<file path="src/design/dwt_macros.svh">
`ifndef DWT_MACROS_SVH
`define DWT_MACROS_SVH

// bank geometry
`define DWT_N            16
`define DWT_SAMPLE_W     16
`define DWT_MAX_LEVELS   3

// apb bus
`define DWT_ADDR_W       8
`define DWT_DATA_W       32

// register map with one word per sample in the window
`define DWT_CTRL_OFS     8'h00
`define DWT_STATUS_OFS   8'h04
`define DWT_SAMPLE_BASE  8'h40

`define DWT_UPD_ROUND    2

`endif

</file>
<file path="src/design/dwt_pkg.sv">
`include "dwt_macros.svh"

package dwt_pkg;

  typedef logic signed [`DWT_SAMPLE_W-1:0]          sample_t;
  typedef logic [`DWT_N*`DWT_SAMPLE_W-1:0]          sample_vec_t;
  typedef logic [$clog2(`DWT_N)-1:0]                idx_t;
  typedef logic [1:0]                               level_t;
  typedef logic [`DWT_ADDR_W-1:0]                   apb_addr_t;
  typedef logic [`DWT_DATA_W-1:0]                   apb_data_t;

  typedef enum logic [1:0] {
    IDLE,
    LIFT,
    DONE
  } lift_state_t;

  typedef enum logic {
    PREDICT,
    UPDATE
  } lift_step_t;

endpackage

</file>
<file path="src/design/sample_port_if.sv">
`timescale 1ns/1ps

interface sample_port_if import dwt_pkg::*; ();

  logic    en;     // one cycle per completed host access
  logic    we;
  idx_t    idx;
  sample_t wdata;
  sample_t rdata;  // combinational from idx

  modport host (
    output en, we, idx, wdata,
    input  rdata
  );

  modport bank (
    input  en, we, idx, wdata,
    output rdata
  );

endinterface

</file>
<file path="src/design/sample_bank.sv">
`timescale 1ns/1ps
`include "dwt_macros.svh"

module sample_bank import dwt_pkg::*;
(
  input  logic        clk,
  input  logic        rst_global,
  input  logic        lift_en,
  input  sample_vec_t next_samples,
  output sample_vec_t samples,
  sample_port_if.bank sp
);

  sample_t bank_q [`DWT_N];

  always_ff @(posedge clk)
  begin
    if (rst_global)
    begin
      for (int i = 0; i < `DWT_N; i++)
      begin
        bank_q[i] <= '0;
      end
    end
    else if (lift_en)
    begin
      // whole row replaced by the lifting result
      for (int i = 0; i < `DWT_N; i++)
      begin
        bank_q[i] <= next_samples[i*`DWT_SAMPLE_W +: `DWT_SAMPLE_W];
      end
    end
    else if (sp.en && sp.we)
    begin
      bank_q[sp.idx] <= sp.wdata;  // host write
    end
  end

  always_comb
  begin
    for (int i = 0; i < `DWT_N; i++)
    begin
      samples[i*`DWT_SAMPLE_W +: `DWT_SAMPLE_W] = bank_q[i];
    end
  end

  assign sp.rdata = bank_q[sp.idx];

endmodule

</file>
<file path="src/flat_wrapper.sv">
// flat-port wrapper written by rule: the top's interface ports become plain ports
module sample_bank_flat import dwt_pkg::*;
  (clk, rst_global, lift_en, next_samples, samples, sp_en, sp_we, sp_idx, sp_wdata, sp_rdata);
  sample_port_if sp_i ();
  input  logic clk;
  input  logic rst_global;
  input  logic lift_en;
  input  sample_vec_t next_samples;
  output sample_vec_t samples;
  input wire logic [$bits(sp_i.en)-1:0] sp_en;
  input wire logic [$bits(sp_i.we)-1:0] sp_we;
  input wire logic [$bits(sp_i.idx)-1:0] sp_idx;
  input wire logic [$bits(sp_i.wdata)-1:0] sp_wdata;
  output wire logic [$bits(sp_i.rdata)-1:0] sp_rdata;
  assign sp_i.en = sp_en;
  assign sp_i.we = sp_we;
  assign sp_i.idx = sp_idx;
  assign sp_i.wdata = sp_wdata;
  assign sp_rdata = sp_i.rdata;
  sample_bank u_core (.clk(clk), .rst_global(rst_global), .lift_en(lift_en), .next_samples(next_samples), .samples(samples), .sp(sp_i));
endmodule
</file>
<file path="config.mk">
export PLATFORM = sky130hd
export DESIGN_NAME = sample_bank_flat
export DESIGN_NICKNAME = d
export VERILOG_FILES = /design/src/design/dwt_pkg.sv /design/src/design/sample_port_if.sv /design/src/design/sample_bank.sv /design/src/flat_wrapper.sv
export VERILOG_INCLUDE_DIRS = /design/src /design/src/design
export SDC_FILE = /design/constraint.sdc
export NUM_CORES = 1
export LEC_CHECK = 0
export BUFFER_PORTS_ARGS = -buffer_cell sky130_fd_sc_hd__buf_2
export CAP_MARGIN = 5
export CORE_AREA = 3 3 214 216
export CTS_BUF_LIST = sky130_fd_sc_hd__clkbuf_16
export CTS_CLUSTER_DIAMETER = 100
export DETAILED_ROUTE_END_ITERATION = 10
export DIE_AREA = 0 0 217 219
export HOLD_SLACK_MARGIN = 0.03
export PLACE_DENSITY = 0.65
export SYNTH_ARGS = -nofsm -noshare
export SYNTH_HDL_FRONTEND = slang
export SYNTH_SLANG_ARGS = --single-unit
</file>
<file path="constraint.sdc">
create_clock -name clk -period 3.85 [get_ports clk]
set_input_delay 1.155 -clock clk [delete_from_list [all_inputs] [get_ports clk]]
set_output_delay 1.155 -clock clk [all_outputs]
set_load 0.01 [all_outputs]
</file>
==> results of run 1 <==
-- layer usage --
metal / part of all wire / GRT usage
met3: 0.10 / 0.0588
met2: 0.48 / 0.424
met1: 0.37 / 0.322
met5: 0 / 0
met4: 0.041 / 0.0939
-- path summary, 6_finish.rpt --
kind	startpoint	to	slack, ps	cells past startpoint
worst max-delay path	sp_idx[0]	sp_rdata[13]	40	6
worst min-delay path	next_samples[6]	u_core.bank_q[0][6]	880	2
-- layout by cell type (no fill, tap or decap), drive strengths merged --
cell type / synthesis / routed
nand2b: 2 / 2
clkbuf: 55 / 29
edfxtp: 256 / 256
nand4bb: 1 / 1
nand4: 6 / 6
and2: 1 / 1
nor3: 4 / 4
a211o: 8 / 8
buf: 54 / 629
a22oi: 32 / 32
and4: 2 / 2
bufinv: 0 / 2
diode: 0 / 5
clkinvlp: 0 / 1
mux2: 96 / 96
clkinv: 0 / 18
inv: 2 / 5
a22o: 32 / 32
nor4bb: 1 / 1
a32o: 128 / 128
nand2: 22 / 22
mux4: 64 / 64
nor2: 2 / 2
nor2b: 99 / 99
-- stage by stage --
| stage | power (W) | hold slack (ps) | util |
|---|---|---|---|
| floorplan | 0.00416 | 1360 | - |
| global placement | 0.00501 | 1440 | 0.397 |
| detailed placement | 0.00501 | 1450 | 0.397 |
| CTS | 0.00768 | 858 | 0.417 |
| global route | 0.00789 | 866 | 0.419 |
| finish | 0.00767 | 879 | 0.419 |
-- worst max-delay path, delay by kind of cell --
family | cells | cell delay (ps)
compound gates | 1 | 310
buf+inv | 3 | 490
mux | 1 | 540
simple gates | 1 | 120
-- logic make-up (layout without fill, tap and decap cells) --
logic type | count (synthesis) | in the layout | synth area share
AOI/OAI and AO/OA | 200 | 200 | 0.136
DFF | 256 | 256 | 0.557
muxes | 160 | 160 | 0.197
other | 0 | 5 | 0
and+or+nand+nor | 140 | 140 | 0.0706
buffers and inverters | 111 | 684 | 0.0393
-- timing repair --
item,in CTS,in global routing
setup buffers,0,5
gates resized for setup,0,7
setup endpoints to repair,0,8
-- power groups by stage --
stage / clock network [W] / registers (W) / logic, W
4_1_cts: 0.00272 / 0.00358 / 0.00138
5_1_grt: 0.00283 / 0.00359 / 0.00147
3_5_place_dp: 0 / 0.00364 / 0.00138
3_3_place_gp: 0 / 0.00365 / 0.00136
2_1_floorplan: 0 / 0.00362 / 0.000536
6_report: 0.00270 / 0.00359 / 0.00139
-- layout make-up --
class | count | area, um2
Antenna cell | 5 | 12.5
Clock buffer | 29 | 726
Clock inverter | 24 | 168
Fill cell | 4181 | 25600
Inverter | 2 | 7.51
Multi-Input combinational cell | 500 | 5620
Sequential cell | 256 | 7690
Tap cell | 592 | 741
Timing Repair Buffer | 629 | 3540
==> flow_summary.json, run 1 <==
{
  "routed_wl_mm": 63.7,
  "die_y_um": 219,
  "antenna_found_initial": 6,
  "ys_top_cells_by_count": "256 x edfxtp_1, 128 x a32o_1, 99 x nor2b_1",
  "combPwrFrac": 0.181,
  "worst_pin_slew_ps": 931,
  "synthToLayoutAreaGrowth_pct": 34.0,
  "synthFlopType": "edfxtp_1",
  "io_buffers": 552,
  "crit_fanout": 22,
  "num_rows": 77,
  "clockBufferDepth": 3,
  "path_clk_slew_ps": 60,
  "grt_max_degree": 103,
  "vias_per_cell": 5.77,
  "num_vias": 11800,
  "slew_headroom": 0.379,
  "syn_area_mm2": 0.0138,
  "die_w_um": 217,
  "routedWlPerCell_um": 31.3,
  "synth_cells": 867,
  "pre_cts_slack_ps": 33.7,
  "dr.pass1.iters": 6,
  "top_regs": "u_core.bank_q (256)",
  "pin_count": 553,
  "crit_chain": "buf_6 > buf_16 > mux4_2 > a22oi_1 > nand2_1 > buf_2",
  "cts-root-buf": "clkbuf_16",
  "grt_pass1_wl_mm": 86.5,
  "yosysMostFrequentCell": "edfxtp_1",
  "power.density_mw_per_mm2": 415,
  "intPower_w": 0.00548,
  "fin_area_mm2": 0.0185,
  "ys_warn_count": 0,
  "swShare": 0.286,
  "fin_ws_ps": 38.9,
  "setup_tns_ps": 0,
  "place_congestion": 0.944,
  "ant_nets": 0,
  "period_share": 0.990,
  "ys_ff_latch": 256,
  "crit_required_ps": 2690,
  "p_seq_frac": 0.467,
  "cpMaxStageDelayCell": "mux4_2",
  "drcViolationCount": 0,
  "synth_nets": 1148,
  "drive_gt1_frac": 0.592,
  "grt-ovfl-total": 0,
  "start_kind": "input pin",
  "htree_levels": 1,
  "placed_cell_area_mm2": 0.0175,
  "grt.total_usage": 0.253,
  "ys_top_cells_by_area": "edfxtp_1 56%, mux4_2 10%, a32o_1 9.3%",
  "final_max_slew_viol_count": 0,
  "ys_seq_area_frac": 0.557,
  "hold_path_class": "input pin to flop",
  "synth_top_area_frac": 0.557,
  "grt_pass1_vias": 11700,
  "cp_data_arrival_time_ps": 2660,
  "path_class": "input pin to output port",
  "synth_edf_count": 256,
  "place_hpwl_mm": 48.6,
  "hold_violations": 0,
  "clock.fmax_mhz": 262,
  "critPathMaxStageDelay_ps": 540,
  "finalSetupViolCount": 0,
  "period_needed_ps": 3810,
  "cts_sinks": 256,
  "endpoint_kind": "output port",
  "drt_iter0_markers": 1719,
  "core_area_mm2": 0.0441,
  "async_flop_share": 0,
  "avgSynthCellArea_um2": 15.9,
  "p_switching_w": 0.00220,
  "status": "finished clean",
  "dieArea_mm2": 0.0475,
  "start_util": 0.313,
  "maxCapViolCount": 0,
  "cts_buffers": 29,
  "largest_reg_flops": 256,
  "layoutNonFillerInstCount": 2037,
  "clkPwrFrac": 0.352,
  "cts_hold_buf": 0,
  "regMostFlops": "u_core.bank_q",
  "nets": 1699,
  "tritoncts": "done",
  "dp.cells": 1974,
  "vdd_ir_drop_max_uv": 368,
  "yosys.area.top_type": "edfxtp_1",
  "yosysUniqueCellTypes": 24,
  "leakagePower_nw": 7.97
}
Power figures use the tool's default switching activity.
==> run 2: changes to the inputs <==
clock period = 3.55 ns   (was 3.85 ns; I/O delays follow)
==> run 2 against run 1 <==
Net effect: critical endpoint is now sp_rdata[8]; total power grew 12%; combinational power grew 14%; final cell count grew 0.39%; die area is the same; clock-buffer cell count is the same; first-iteration DRC count shrank 19%; the run now ends with negative setup slack left; global-route usage is essentially flat.
==> flow_summary.json, run 2 (synthesis gave the netlist of run 1 again) <==
{
  "status": "finished with violations",
  "violations": "negative setup slack",
  "num_rows": 77,
  "grt.total_usage": 0.253,
  "worst_pin_slew_ps": 676,
  "crit_required_ps": 2480,
  "die_w_um": 217,
  "htree_levels": 1,
  "power.density_mw_per_mm2": 454,
  "dr.pass1.iters": 5,
  "cp-startpoint": "sp_idx[0]",
  "fin_ws_ps": -58.3,
  "period_needed_ps": 3610,
  "routed_wl_mm": 63.7,
  "largest_reg_flops": 256,
  "path_clk_slew_ps": 60,
  "post-route-util": 0.428,
  "grt-ovfl-total": 0,
  "dieArea_mm2": 0.0475,
  "path_class": "input pin to output port",
  "vdd_ir_drop_max_uv": 331,
  "nFillCells": 4123,
  "num_vias": 11800,
  "final_common_cell": "buf_2",
  "core_area_mm2": 0.0441,
  "pin_count": 553,
  "crit_fanout": 6,
  "routedWlPerCell_um": 31.2,
  "cts_buffers": 29,
  "layout_common_cells": "541 x buf_2, 256 x edfxtp_1, 128 x a32o_1, 96 x nor2b_1, 66 x buf_4",
  "grt_pass1_wl_mm": 87.1,
  "grt_setup_unrepaired": "yes",
  "io_buffers": 552,
  "grt_max_degree": 97,
  "synthToLayoutAreaGrowth_pct": 36.8,
  "maxCapViolCount": 0,
  "fin_area_mm2": 0.0189,
  "finalSetupViolCount": 12,
  "tritoncts": "done",
  "die_y_um": 219,
  "antenna_found_initial": 4,
  "place_congestion": 0.899,
  "grt_pass1_vias": 11900,
  "drive_gt1_frac": 0.609,
  "clockBufferDepth": 3,
  "drcViolationCount": 0,
  "placed_cell_area_mm2": 0.0176,
  "nets": 1710,
  "start_util": 0.313,
  "cts_sinks": 256,
  "final_max_slew_viol_count": 0,
  "leakagePower_nw": 8.11,
  "start_kind": "input pin",
  "clock.fmax_mhz": 277,
  "vias_per_cell": 5.75,
  "period_share": 1.02,
  "drt_iter0_markers": 1392,
  "top_regs": "u_core.bank_q (256)",
  "hold_start": "next_samples[145]",
  "hold_path_class": "input pin to flop",
  "hold_violations": 0,
  "regMostFlops": "u_core.bank_q",
  "place_hpwl_mm": 47.7,
  "slew_headroom": 0.549,
  "cts-root-buf": "clkbuf_16",
  "cp_data_arrival_time_ps": 2540,
  "endpoint_kind": "output port",
  "ant_nets": 0
}
run 2: cell count changes in the layout (fill, tap and decap cells not counted), sizes merged:
cell,delta
bufinv,+3
inv,+4
buf,+11
diode,-2
clkinv,-8
run 2: final timing paths:
kind,end,slack (ps),cells past startpoint
max,sp_rdata[8],-60,8
min,u_core.bank_q[9][1],800,2
run 2: routing by layer:
layer,GRT usage,up-vias,part of all wire
met1,0.320,5977,0.37
met5,0,-,0.00014
met3,0.0522,164,0.10
met2,0.421,866,0.48
met4,0.116,2,0.052
li1,-,4759,-
run 2: metrics by stage:
step	total power, W	TNS (ps)	std cells	worst slack [ps]	hold slack [ps]
after floorplan	0.00451	0	867	78.9	1270
after global placement	0.00542	-744	1979	-105	1350
after detailed placement	0.00543	-1190	1979	-128	1360
after CTS	0.00858	-482	2042	-90.9	768
after global routing	0.00882	-846	2045	-112	785
final	0.00857	-359	2045	-58.3	796
run 2: cell type report:
| type | instances | area (um2) | area share |
|---|---|---|---|
| Inverter | 2 | 7.51 | 0.000398 |
| Timing Repair Buffer | 640 | 3760 | 0.199 |
| Multi-Input combinational cell | 500 | 5710 | 0.302 |
| Antenna cell | 3 | 7.51 | 0.000398 |
| Sequential cell | 256 | 7690 | 0.407 |
| Clock inverter | 23 | 239 | 0.0127 |
| Tap cell | 592 | 741 | 0.0392 |
| Clock buffer | 29 | 726 | 0.0384 |
run 2: power by group:
group | leakage [nW] | internal [W] | switching (W)
registers | 2.74 | 0.00363 | 0.000241
clock network | 0.494 | 0.00184 | 0.00128
logic | 4.88 | 0.000729 | 0.000854
run 2: critical path, cell delays in order:
cell	delay [ps]
buf_12	110
buf_12	140
buf_12	130
buf_4	120
mux4_2	590
a22oi_2	160
nand2_1	80
buf_2	140
run 2: what timing repair did:
action                                  4_1_cts  5_1_grt
hold buffers                                  0        0
gates cloned                                  1        0
pin swaps                                     3        6
endpoints found under the setup margin       16       15
buffers inserted                             10        2
gates resized for setup                      30       20
==> run 3: changes to the inputs <==
clock period = 4.4 ns   (was 3.55 ns; I/O delays follow)
==> run 3 against run 2 <==
Net effect: setup slack gained 140 ps; core utilization is 1.3 points lower; highest routed layer unchanged; non-clock buffer count shrank 22; critical path depth is 1 lower; the run now ends clean; critical endpoint is now sp_rdata[3].
==> flow_summary.json, run 3 (synthesis gave the netlist of run 1 again) <==
{
  "finalSetupViolCount": 0,
  "crit_fanout": 20,
  "wl_met1_mm": 23.4,
  "num_vias": 11700,
  "routed_wl_mm": 63.5,
  "num_rows": 77,
  "pin_count": 553,
  "die_w_um": 217,
  "io_buffers": 552,
  "dr_wl_met3_mm": 6.92,
  "grt_pass1_wl_mm": 86.2,
  "crit_required_ps": 3080,
  "start_util": 0.313,
  "die_y_um": 219,
  "grt.total_usage": 0.253,
  "dr.pass1.iters": 6,
  "ant_nets": 0,
  "final_common_cell": "buf_2",
  "hold_path_class": "input pin to flop",
  "swShare": 0.286,
  "maxCapViolCount": 0,
  "min_path_cells": 2,
  "top_regs": "u_core.bank_q (256)",
  "layoutNonFillerInstCount": 2023,
  "synthToLayoutAreaGrowth_pct": 32.6,
  "post-route-util": 0.415,
  "htree_levels": 1,
  "tritoncts": "done",
  "antenna_found_initial": 7,
  "hold_end": "u_core.bank_q[8][5]",
  "drcViolationCount": 0,
  "hold_start": "next_samples[133]",
  "top_layer_used": "met5",
  "final_max_slew_viol_count": 0,
  "grt_pass1_vias": 11700,
  "p_switching_w": 0.00186,
  "vias_per_cell": 5.76,
  "endpoint_kind": "output port",
  "dp.cells": 1968,
  "slew_headroom": 0.440,
  "intPower_w": 0.00464,
  "p_seq_frac": 0.481,
  "grt_max_degree": 85,
  "place_hpwl_mm": 47.9,
  "vdd_ir_drop_max_uv": 283,
  "clock.fmax_mhz": 232,
  "period_share": 0.980,
  "path_clk_slew_ps": 70,
  "drive_gt1_frac": 0.582,
  "hold_violations": 0,
  "cts_buffers": 29,
  "nets": 1688,
  "cts_sinks": 256,
  "whs_ps": 1050,
  "cp_data_arrival_time_ps": 2990,
  "worst_pin_slew_ps": 839,
  "fin_ws_ps": 86.4,
  "cts_hold_buf": 0,
  "period_needed_ps": 4310,
  "regMostFlops": "u_core.bank_q",
  "path_class": "input pin to output port",
  "combPwrFrac": 0.187,
  "clkPwrFrac": 0.332,
  "pre_cts_slack_ps": -61.1,
  "layout_common_cells": "549 x buf_2, 256 x edfxtp_1, 128 x a32o_1, 96 x nor2b_1, 64 x mux4_2",
  "start_kind": "input pin",
  "cts-root-buf": "clkbuf_16",
  "grt-ovfl-total": 0,
  "drt_iter0_markers": 1313,
  "largest_reg_flops": 256,
  "place_congestion": 0.924,
  "clockBufferDepth": 3,
  "dieArea_mm2": 0.0475,
  "leakagePower_nw": 7.89,
  "power.density_mw_per_mm2": 355,
  "core_area_mm2": 0.0441,
  "routedWlPerCell_um": 31.4,
  "grt_setup_unrepaired": "no",
  "wl_met2_mm": 31.0,
  "setup_tns_ps": 0,
  "status": "finished clean"
}
## run 3: cell count changes in the layout (fill, tap and decap cells not counted), sizes merged
cell	previous run	this run
clkinv	10	7
inv	9	12
bufinv	5	0
diode	3	9
buf	640	618
clkinvlp	1	0
## run 3: how the worst max path moves through the flow
| stage | endpoint | slack (ps) | cells after the start | from |
|---|---|---|---|---|
| after floorplan | sp_rdata[10] | 420 | 5 | sp_idx[0] |
| after global placement | sp_rdata[10] | -9 | 6 | sp_idx[0] |
| after detailed placement | sp_rdata[10] | -60 | 6 | sp_idx[0] |
| after CTS | sp_rdata[6] | 30 | 7 | sp_idx[0] |
| after global routing | sp_rdata[5] | 5 | 6 | sp_idx[0] |
| final | sp_rdata[3] | 90 | 7 | sp_idx[1] |
## run 3: stage by stage
step           total power [W]  cell area, um2
3_5_place_dp           0.00438           17500
2_1_floorplan          0.00364           13800
5_1_grt                0.00670           18300
3_3_place_gp           0.00437           17500
6_report               0.00650           18300
4_1_cts                0.00652           18300
## run 3: area by class of cell
| class | count | area [um2] |
|---|---|---|
| multi-input cells | 500 | 5600 |
| repair buffers | 618 | 3440 |
| clock buffers | 29 | 726 |
| flip-flops and latches | 256 | 7690 |
| well taps | 592 | 741 |
| inverters | 2 | 7.51 |
| clock inverters | 17 | 71.3 |
| fillers | 4191 | 25800 |
| diodes | 9 | 22.5 |
## run 3: layer usage
layer / vias to the layer above / GRT usage
li1: 4711 / -
met1: 5948 / 0.321
met2: 864 / 0.422
met3: 125 / 0.0648
met4: 4 / 0.0859
met5: - / 0
## run 3: worst max-delay path, stage by stage
cell and delay, ps:
buf_4 250, buf_12 220, mux4_2 350, a22oi_1 400
buf_4 200, nand2_1 70, buf_2 150
## run 3: power by group through the flow
| stage | Clock [W] | Sequential (W) | Combinational [W] |
|---|---|---|---|
| 5_1_grt | 0.00229 | 0.00314 | 0.00128 |
| 4_1_cts | 0.00219 | 0.00312 | 0.00122 |
| 3_3_place_gp | 0 | 0.00318 | 0.00119 |
| 3_5_place_dp | 0 | 0.00317 | 0.00121 |
| 6_report | 0.00216 | 0.00313 | 0.00121 |
| 2_1_floorplan | 0 | 0.00317 | 0.000469 |
## run 3: timing repair
action	in CTS	in global routing
gates resized for setup	2	1
endpoints found under the hold margin	0	0
setup endpoints to repair	3	3
buffers inserted	0	0
